==> src/design/dsp_block_pkg.sv <==
package dsp_block_pkg;

	// Sample and storage geometry
	localparam int data_width  = 16;
	localparam int n_channels  = 16;
	localparam int n_registers = 16;
	localparam int addr_width  = 4;

	// Post-multiply shift field and multiplier depth
	localparam int shift_width = 4;
	localparam int mul_latency = 2;

	typedef logic signed [data_width-1:0] sample_t;

	// Opcodes held in the low bits of the instruction word
	typedef enum logic [4:0] {
		op_nop = 5'd0,
		op_add = 5'd1,
		op_sub = 5'd2,
		op_lsh = 5'd3,
		op_rsh = 5'd4,
		op_mul = 5'd5,
		op_mac = 5'd6,
		op_abs = 5'd7
	} block_op_e;

	// 32-bit instruction word, top bits first
	typedef struct packed {
		logic [1:0]             reserved;
		logic [shift_width-1:0] shift;
		// Set to wrap instead of clamping
		logic                   no_sat;
		logic                   dest_reg;
		logic                   src_c_reg;
		logic                   src_b_reg;
		logic                   src_a_reg;
		logic [addr_width-1:0]  dest;
		logic [addr_width-1:0]  src_c;
		logic [addr_width-1:0]  src_b;
		logic [addr_width-1:0]  src_a;
		block_op_e              op;
	} block_instr_t;

	// Host write into the coefficient file
	typedef struct packed {
		logic                  en;
		logic [addr_width-1:0] target;
		sample_t               value;
	} reg_write_t;

	// Operand address, coefficient file or channel
	typedef struct packed {
		logic                  is_reg;
		logic [addr_width-1:0] addr;
	} operand_sel_t;

	typedef struct packed {
		logic                   valid;
		sample_t                a;
		sample_t                b;
		logic [shift_width-1:0] shift;
		logic                   saturate;
	} mul_req_t;

	// Single write-back bus shared by both stores
	typedef struct packed {
		logic         en;
		operand_sel_t dest;
		sample_t      value;
	} result_write_t;

endpackage

==> src/design/block_config.sv <==
module block_config import dsp_block_pkg::*; (
	input  logic          clk,
	input  logic          reset,
	input  logic          instr_write,
	input  block_instr_t  instr_val,
	input  reg_write_t    reg_wr,
	input  result_write_t result,
	input  operand_sel_t  sel_a,
	input  operand_sel_t  sel_b,
	input  operand_sel_t  sel_c,
	output block_instr_t  instr,
	output sample_t       reg_a,
	output sample_t       reg_b,
	output sample_t       reg_c
);

	// Coefficient file
	sample_t coef [n_registers];

	// Write-back lands here only for register destinations
	logic result_hit;

	assign result_hit = result.en && result.dest.is_reg;

	// Instruction register, NOP after reset
	always_ff @(posedge clk) begin
		if (reset) begin
			instr <= '0;
		end else if (instr_write) begin
			instr <= instr_val;
		end
	end

	// Host write and write-back may hit the same cycle
	always_ff @(posedge clk) begin
		if (reset) begin
			for (int i = 0; i < n_registers; i++) begin
				coef[i] <= '0;
			end
		end else begin
			for (int i = 0; i < n_registers; i++) begin
				// Host wins when both target the same entry
				if (reg_wr.en && reg_wr.target == addr_width'(i)) begin
					coef[i] <= reg_wr.value;
				end else if (result_hit && result.dest.addr == addr_width'(i)) begin
					coef[i] <= result.value;
				end
			end
		end
	end

	// Combinational read ports, one per source operand
	assign reg_a = coef[sel_a.addr];
	assign reg_b = coef[sel_b.addr];
	assign reg_c = coef[sel_c.addr];

endmodule

==> src/design/block_sequencer.sv <==
module block_sequencer import dsp_block_pkg::*; (
	input  logic          clk,
	input  logic          reset,
	input  logic          tick,
	input  block_instr_t  instr,
	input  sample_t       reg_a,
	input  sample_t       reg_b,
	input  sample_t       reg_c,
	input  sample_t       ch_a,
	input  sample_t       ch_b,
	input  sample_t       ch_c,
	input  sample_t       sum,
	input  sample_t       product,
	input  logic          product_valid,
	output operand_sel_t  sel_a,
	output operand_sel_t  sel_b,
	output operand_sel_t  sel_c,
	output sample_t       adder_a,
	output sample_t       adder_b,
	output logic          adder_subtract,
	output logic          saturate,
	output mul_req_t      mul_req,
	output result_write_t result,
	output logic          done
);

	typedef enum logic [2:0] {
		st_idle,
		st_fetch,
		st_exec,
		st_mul_wait,
		st_add_write
	} seq_state_e;

	seq_state_e   state;
	block_instr_t cur_instr;

	// Latched operands
	sample_t op_a;
	sample_t op_b;
	sample_t op_c;

	sample_t unary_value;
	logic    is_unary;

	// Selects follow the live instruction, only the fetch cycle uses them
	assign sel_a = '{is_reg: instr.src_a_reg, addr: instr.src_a};
	assign sel_b = '{is_reg: instr.src_b_reg, addr: instr.src_b};
	assign sel_c = '{is_reg: instr.src_c_reg, addr: instr.src_c};

	always_ff @(posedge clk) begin
		if (reset) begin
			state     <= st_idle;
			done      <= 1'b1;
			cur_instr <= '0;
		end else if (tick) begin
			// Channels load on this edge, so fetch follows
			state <= st_fetch;
			done  <= 1'b0;
		end else begin
			case (state)
				st_fetch: begin
					// Freeze the instruction for the rest of the tick
					cur_instr <= instr;
					state     <= st_exec;
				end
				st_exec: begin
					case (cur_instr.op)
						op_add, op_sub: state <= st_add_write;
						op_mul, op_mac: state <= st_mul_wait;
						default: begin
							// NOP and the single-operand ops finish here
							state <= st_idle;
							done  <= 1'b1;
						end
					endcase
				end
				st_mul_wait: begin
					if (product_valid) begin
						if (cur_instr.op == op_mac) begin
							state <= st_add_write;
						end else begin
							state <= st_idle;
							done  <= 1'b1;
						end
					end
				end
				st_add_write: begin
					state <= st_idle;
					done  <= 1'b1;
				end
				default: state <= st_idle;
			endcase
		end
	end

	// Each store returns a value, is_reg picks the source
	always_ff @(posedge clk) begin
		if (state == st_fetch) begin
			op_a <= sel_a.is_reg ? reg_a : ch_a;
			op_b <= sel_b.is_reg ? reg_b : ch_b;
			op_c <= sel_c.is_reg ? reg_c : ch_c;
		end
	end

	// LSH wraps, RSH keeps the sign, ABS of -32768 wraps onto itself
	always_comb begin
		case (cur_instr.op)
			op_lsh: unary_value = op_a <<< 1;
			op_rsh: unary_value = op_a >>> 1;
			op_abs: unary_value = op_a[data_width-1] ? -op_a : op_a;
			default: unary_value = op_a;
		endcase
	end

	assign is_unary = cur_instr.op inside {op_lsh, op_rsh, op_abs};
	assign saturate = !cur_instr.no_sat;

	// MAC feeds the product and c into the adder once the product lands
	always_comb begin
		if (state == st_mul_wait) begin
			adder_a        = product;
			adder_b        = op_c;
			adder_subtract = 1'b0;
		end else begin
			adder_a        = op_a;
			adder_b        = op_b;
			adder_subtract = cur_instr.op == op_sub;
		end
	end

	// One request per tick
	assign mul_req.valid    = state == st_exec && cur_instr.op inside {op_mul, op_mac};
	assign mul_req.a        = op_a;
	assign mul_req.b        = op_b;
	assign mul_req.shift    = cur_instr.shift;
	assign mul_req.saturate = saturate;

	always_comb begin
		result.dest = '{is_reg: cur_instr.dest_reg, addr: cur_instr.dest};
		case (state)
			st_exec: begin
				result.en    = is_unary;
				result.value = unary_value;
			end
			st_mul_wait: begin
				result.en    = product_valid && cur_instr.op == op_mul;
				result.value = product;
			end
			st_add_write: begin
				result.en    = 1'b1;
				result.value = sum;
			end
			default: begin
				result.en    = 1'b0;
				result.value = sum;
			end
		endcase
		// A restarting tick drops any write-back in flight
		if (tick) begin
			result.en = 1'b0;
		end
	end

endmodule

==> src/design/channel_store.sv <==
module channel_store import dsp_block_pkg::*; (
	input  logic                             clk,
	input  logic                             reset,
	input  logic                             tick,
	input  logic [n_channels*data_width-1:0] ch_in,
	input  result_write_t                    result,
	input  operand_sel_t                     sel_a,
	input  operand_sel_t                     sel_b,
	input  operand_sel_t                     sel_c,
	output logic [n_channels*data_width-1:0] ch_out,
	output sample_t                          ch_a,
	output sample_t                          ch_b,
	output sample_t                          ch_c
);

	sample_t ch_regs [n_channels];

	// Only channel destinations belong to this store
	logic result_hit;

	assign result_hit = result.en && !result.dest.is_reg;

	always_ff @(posedge clk) begin
		if (reset) begin
			for (int i = 0; i < n_channels; i++) begin
				ch_regs[i] <= '0;
			end
		end else if (tick) begin
			// New samples from the previous stage
			for (int i = 0; i < n_channels; i++) begin
				ch_regs[i] <= ch_in[i*data_width +: data_width];
			end
		end else if (result_hit) begin
			ch_regs[result.dest.addr] <= result.value;
		end
	end

	// Flattened view for the next stage
	always_comb begin
		for (int i = 0; i < n_channels; i++) begin
			ch_out[i*data_width +: data_width] = ch_regs[i];
		end
	end

	assign ch_a = ch_regs[sel_a.addr];
	assign ch_b = ch_regs[sel_b.addr];
	assign ch_c = ch_regs[sel_c.addr];

endmodule

==> src/design/dsp_block.sv <==
module dsp_block import dsp_block_pkg::*; (
	input  logic                             clk,
	input  logic                             reset,
	input  logic                             tick,
	input  logic [n_channels*data_width-1:0] ch_in,
	output logic [n_channels*data_width-1:0] ch_out,
	input  logic                             instr_write,
	input  block_instr_t                     instr_val,
	input  reg_write_t                       reg_wr,
	output logic                             done
);

	block_instr_t  instr;
	operand_sel_t  sel_a;
	operand_sel_t  sel_b;
	operand_sel_t  sel_c;

	// Operand values from both stores
	sample_t       reg_a;
	sample_t       reg_b;
	sample_t       reg_c;
	sample_t       ch_a;
	sample_t       ch_b;
	sample_t       ch_c;

	// Arithmetic
	sample_t       adder_a;
	sample_t       adder_b;
	logic          adder_subtract;
	logic          saturate;
	sample_t       sum;
	mul_req_t      mul_req;
	sample_t       product;
	logic          product_valid;

	// Write-back goes to both stores, each takes its own side
	result_write_t result;

	block_config block_config_inst (
		.clk         (clk),
		.reset       (reset),
		.instr_write (instr_write),
		.instr_val   (instr_val),
		.reg_wr      (reg_wr),
		.result      (result),
		.sel_a       (sel_a),
		.sel_b       (sel_b),
		.sel_c       (sel_c),
		.instr       (instr),
		.reg_a       (reg_a),
		.reg_b       (reg_b),
		.reg_c       (reg_c)
	);

	channel_store channel_store_inst (
		.clk    (clk),
		.reset  (reset),
		.tick   (tick),
		.ch_in  (ch_in),
		.result (result),
		.sel_a  (sel_a),
		.sel_b  (sel_b),
		.sel_c  (sel_c),
		.ch_out (ch_out),
		.ch_a   (ch_a),
		.ch_b   (ch_b),
		.ch_c   (ch_c)
	);

	block_sequencer block_sequencer_inst (
		.clk            (clk),
		.reset          (reset),
		.tick           (tick),
		.instr          (instr),
		.reg_a          (reg_a),
		.reg_b          (reg_b),
		.reg_c          (reg_c),
		.ch_a           (ch_a),
		.ch_b           (ch_b),
		.ch_c           (ch_c),
		.sum            (sum),
		.product        (product),
		.product_valid  (product_valid),
		.sel_a          (sel_a),
		.sel_b          (sel_b),
		.sel_c          (sel_c),
		.adder_a        (adder_a),
		.adder_b        (adder_b),
		.adder_subtract (adder_subtract),
		.saturate       (saturate),
		.mul_req        (mul_req),
		.result         (result),
		.done           (done)
	);

	sat_adder sat_adder_inst (
		.clk      (clk),
		.a        (adder_a),
		.b        (adder_b),
		.subtract (adder_subtract),
		.saturate (saturate),
		.sum      (sum)
	);

	frac_multiplier frac_multiplier_inst (
		.clk           (clk),
		.reset         (reset),
		.req           (mul_req),
		.product       (product),
		.product_valid (product_valid)
	);

endmodule

==> src/design/frac_multiplier.sv <==
module frac_multiplier import dsp_block_pkg::*; (
	input  logic     clk,
	input  logic     reset,
	input  mul_req_t req,
	output sample_t  product,
	output logic     product_valid
);

	// Stage one registers
	logic signed [2*data_width-1:0] prod_q;
	logic [shift_width-1:0]         shift_q;
	logic                           sat_q;

	// Valid travels alongside the data with one bit per stage
	logic [mul_latency-1:0] valid_pipe;

	// Stage two combinational
	logic [shift_width-1:0]         right_shift;
	logic signed [2*data_width-1:0] shifted;
	logic                           too_high;
	logic                           too_low;

	always_ff @(posedge clk) begin
		prod_q  <= req.a * req.b;
		shift_q <= req.shift;
		sat_q   <= req.saturate;
	end

	// Q1.15 product sits 15 bits up and a nonzero shift scales it up
	assign right_shift = shift_width'(data_width - 1) - shift_q;
	assign shifted     = prod_q >>> right_shift;

	assign too_high = shifted > 32767;
	assign too_low  = shifted < -32768;

	always_ff @(posedge clk) begin
		if (sat_q && too_high) begin
			product <= {1'b0, {(data_width-1){1'b1}}};
		end else if (sat_q && too_low) begin
			product <= {1'b1, {(data_width-1){1'b0}}};
		end else begin
			// Wrap keeps the low sample bits
			product <= shifted[data_width-1:0];
		end
	end

	always_ff @(posedge clk) begin
		if (reset) begin
			valid_pipe <= '0;
		end else begin
			valid_pipe <= {valid_pipe[mul_latency-2:0], req.valid};
		end
	end

	assign product_valid = valid_pipe[mul_latency-1];

endmodule

==> src/design/sat_adder.sv <==
module sat_adder import dsp_block_pkg::*; (
	input  logic    clk,
	input  sample_t a,
	input  sample_t b,
	input  logic    subtract,
	input  logic    saturate,
	output sample_t sum
);

	// One guard bit above the sample width
	logic signed [data_width:0] a_ext;
	logic signed [data_width:0] b_ext;
	logic signed [data_width:0] sum_ext;
	logic                       overflow;
	sample_t                    clamped;

	assign a_ext = {a[data_width-1], a};
	assign b_ext = {b[data_width-1], b};

	// Negating at 17 bits keeps -32768 exact
	assign sum_ext = subtract ? a_ext - b_ext : a_ext + b_ext;

	// Guard bit disagreeing with the sign means out of range
	assign overflow = sum_ext[data_width] != sum_ext[data_width-1];

	// Clamp toward the side the guard bit points to
	assign clamped = sum_ext[data_width] ? {1'b1, {(data_width-1){1'b0}}}
		: {1'b0, {(data_width-1){1'b1}}};

	always_ff @(posedge clk) begin
		if (saturate && overflow) begin
			sum <= clamped;
		end else begin
			sum <= sum_ext[data_width-1:0];
		end
	end

endmodule

==> config.mk <==
export PLATFORM = sky130hd
export DESIGN_NAME = dsp_block
export DESIGN_NICKNAME = d
export VERILOG_FILES = /design/src/design/dsp_block_pkg.sv /design/src/design/block_config.sv /design/src/design/block_sequencer.sv /design/src/design/channel_store.sv /design/src/design/dsp_block.sv /design/src/design/frac_multiplier.sv /design/src/design/sat_adder.sv
export SDC_FILE = /design/constraint.sdc
export NUM_CORES = 2
export LEC_CHECK = 0
export BUFFER_PORTS_ARGS = -buffer_cell sky130_fd_sc_hd__buf_4
export CORE_MARGIN = 2
export CORE_UTILIZATION = 47
export CTS_BUF_LIST = sky130_fd_sc_hd__clkbuf_8
export DETAILED_ROUTE_END_ITERATION = 8
export GPL_ROUTABILITY_DRIVEN = 0
export GPL_TIMING_DRIVEN = 0
export PLACE_DENSITY_LB_ADDON = 0.3
export REMOVE_ABC_BUFFERS = 1
export SLEW_MARGIN = 20
export SYNTH_ARGS = -nofsm -noshare
export SYNTH_HDL_FRONTEND = slang
export SYNTH_SLANG_ARGS = --single-unit
==> constraint.sdc <==
create_clock -name clk -period 7.5 [get_ports clk]
set_clock_uncertainty 0.1 [all_clocks]
set_input_delay 1.875 -clock clk [delete_from_list [all_inputs] [get_ports clk]]
set_output_delay 1.875 -clock clk [all_outputs]
set_load 0.02 [all_outputs]
==> impl_results.md <==
- Status: finished, final reports clean
- Initial antenna violation count: 32
- Crit. End Element: flop
- H-tree levels: 3
- TritonCTS clock tree: yes
- Post-synth top area share: 0.317
- CP Data Arrival Time: 7700 ps
- Largest net degree at the start of global routing: 121
- Initial DRC count: 5853
- Row count: 123
- Final setup margin: 436 ps
- Most area-consuming cells after synthesis: edfxtp_1 32%, mux4_2 21%, fa_1 9.9%
- Number of synthesized flops with an enable pin: 560
- Setup Viol. Count Final: 0
- Cells after DPL: 6328
- WL/cell: 33.4 um
- M3 GR Usage: 0.147
- IO buf count: 567
- Synth unique cells: 85
- CP required: 8130 ps
- Synth Warn #: 0
- Syn Inst Count: 4578
- Hold Crit Class: reg2reg
- Max-cap violations: 0
- Multi-input gate area: 31200 um^2
- GRT Overall Usage: 0.374
- Tot Pwr: 23100 uW
- Met1 GRT Util: 0.430
- Placed cell area: 59900 um^2
- I/O Pins: 570
- 1st-pass router iterations: 8
- Register Area: 19500 um^2
- Dominant cell type by area after synthesis: edfxtp_1
- Top_reg_cell synth: edfxtp_1
- Final #Nets: 5630
- Via count: 43.8k
- Worst-path clk slew: 70 ps
- Cell Pwr Density: 370 nW/um^2
- Die width: 340 um
- Clock Path Buffers: 3
- First-pass GRT wire length: 308000 um
- Root buffer cell: clkbuf_8
- Critical path startpoint category: flop
- CP max FO: 19
- Fillers: 9349
- Top-count cell post-synth: nand2_1
- Detailed Place HPWL: 162000 um
- Cts bufs inserted: 119
- M2 GR Usage: 0.561
- Share of layout cells above drive strength 1: 0.299
- Die ar.: 116000 um^2
- Syn-to-layout area delta: 17.6%
- Hold path start: block_sequencer_inst.mul_req[4]$_SDFFE_PP0P_
- Fin crit share: 0.942
- Worst VDD drop: 662 uV
- Slew @ Worst Pin: 1280 ps
- Residual DRC count: 0
- CTS-repair resized insts: 0
- Synth async-reset ratio: 0
- Skew-Pair Late Insertion Delay: 870 ps
- P_leak: 0.0235 uW
- Slew HR: 0.143
- Die Y: 340 um
- Final Hold Fails: 0
- FF-to-FF Start: block_sequencer_inst.op_b[7]$_DFFE_PP_
- Max Freq: 142 MHz
- Fin. max-slew vios: 0
- Post-synth design cell area: 53000 um^2
- Critical path type: reg2reg
- Setup WS pre-CTS: 218 ps
- Gr busiest metal: met2
- Critical path startpoint: block_sequencer_inst.op_b[7]$_DFFE_PP_
- Vias in the first global route: 43.3k
- Reg2reg path depth: 21
- Final design utilization: 0.556
- CTS Sinks: 692
- Core area: 112000 um^2
- Avg Inst Size Synth: 11.6 um^2
- WL final: 219000 um
- Layout Cells excl Fill: 6569
- RSZ-0062 raised after global routing: no
- GRT overflow: 0
- Vias per inst: 6.67
- Initial Util: 0.473
- #FFs+latches synth: 692
- Post-route antenna net violation count: 0
- Sequential share of the synthesized area: 0.367
- Fin crit period: 7060 ps
- WHS Path Cells: 0
- Final instance area: 62400 um^2
- Top post-synthesis cells by count: 646 x nand2_1, 560 x edfxtp_1, 500 x o21ai_0
==> metrics by stage <==
step | setup TNS [ps] | hold slack (ps)
after global routing | 0 | 285
after detailed placement | 0 | 260
after floorplan | 0 | 231
after CTS | 0 | 278
final | 0 | 273
after global placement | -969250 | 275
==> final timing paths <==
path,endpoint,slack [ps]
worst max-delay path,frac_multiplier_inst.prod_q[31]$_DFF_P_,440
worst max register to register,frac_multiplier_inst.prod_q[31]$_DFF_P_,440
worst min register to register,frac_multiplier_inst.shift_q[3]$_DFF_P_,270
worst min-delay path,frac_multiplier_inst.shift_q[3]$_DFF_P_,270
==> final cells by class <==
type,count,area share
Clock buffer,128,0.0283
Clock inverter,93,0.00931
Inverter,302,0.0182
Tap cell,1500,0.0301
Multi-Input combinational cell,3170,0.501
Timing Repair Buffer,669,0.100
Antenna cell,15,0.000602
Sequential cell,692,0.313
==> registers in the layout, indices dropped and copies added, names as in the netlist, 3 cells and up, named ones only <==
register / cells
block_sequencer_inst.cur_instr: 6
frac_multiplier_inst.prod_q: 32
block_config_inst.instr: 30
block_config_inst.coef: 256
block_sequencer_inst.op_a: 16
sat_adder_inst.sum: 16
block_sequencer_inst.result: 5
block_sequencer_inst.state: 3
frac_multiplier_inst.shift_q: 4
frac_multiplier_inst.product: 16
block_sequencer_inst.op_b: 16
channel_store_inst.ch_regs: 256
block_sequencer_inst.mul_req: 4
block_sequencer_inst.op_c: 16
==> metal layers <==
| layer | vias up | share of wire |
|---|---|---|
| met2 | 3679 | 0.44 |
| met1 | 21600 | 0.32 |
| met4 | 24 | 0.099 |
| met3 | 1015 | 0.15 |
| li1 | 17600 | - |
| met5 | - | 0.00072 |
==> placed cells by master (no fill, tap or decap), drive strengths merged, types with 7 or more instances in the layout <==
master / instances
a21o: 16
dfxtp: 132
nand4: 11
nor2: 187
or2: 7
a22oi: 9
mux2i: 122
xor2: 23
diode: 15
a31oi: 11
mux4: 497
a21oi: 95
nand2b: 31
nor2b: 23
o21a: 22
inv: 337
clkinv: 51
nor4: 13
nand3b: 106
nand2: 647
o21bai: 7
a211oi: 55
and2: 132
ha: 100
mux2: 58
edfxtp: 560
fa: 263
xnor2: 48
a211o: 17
buf: 669
or3: 9
o21ai: 506
o211ai: 7
nand3: 27
clkbuf: 128
nor3: 46
==> what timing repair did <==
item | 4_1_cts | 5_1_grt
hold buffers | 0 | 0
buffers inserted | 0 | 3
setup endpoints to repair | 0 | 1
hold endpoints to repair | 0 | 0
==> logic make-up (layout without fill, tap and decap cells) <==
group,count (synthesis),in the layout,share of synthesized area
AO/OA/AOI/OAI,800,800,0.0878
buffers and inverters,716,1192,0.0520
other,0,15,0
flip-flops,692,692,0.367
AND/OR/NAND/NOR,1259,1259,0.112
adder cells (fa/ha/maj),363,363,0.123
XOR/XNOR,71,71,0.0117
multiplexers,677,677,0.246
==> where the power goes <==
part,switching (uW),internal (uW)
Sequential,578,4820
Combinational,8100,6060
Clock,1780,1760
==> worst max-delay path, cell delays in order, from the launching register on <==
cell	delay (ps)
edfxtp_1	1000
nand2_1	180
fa_1	580
inv_1	50
fa_1	490
inv_1	50
fa_1	520
inv_1	50
fa_1	450
fa_1	490
inv_1	50
fa_1	470
inv_1	40
ha_1	360
a211oi_1	250
o21ai_0	160
a41oi_1	240
o21ai_0	190
o21ai_0	480
a311oi_1	270
o211a_1	290
nor3_1	170
(Power assumes the default switching activity.)
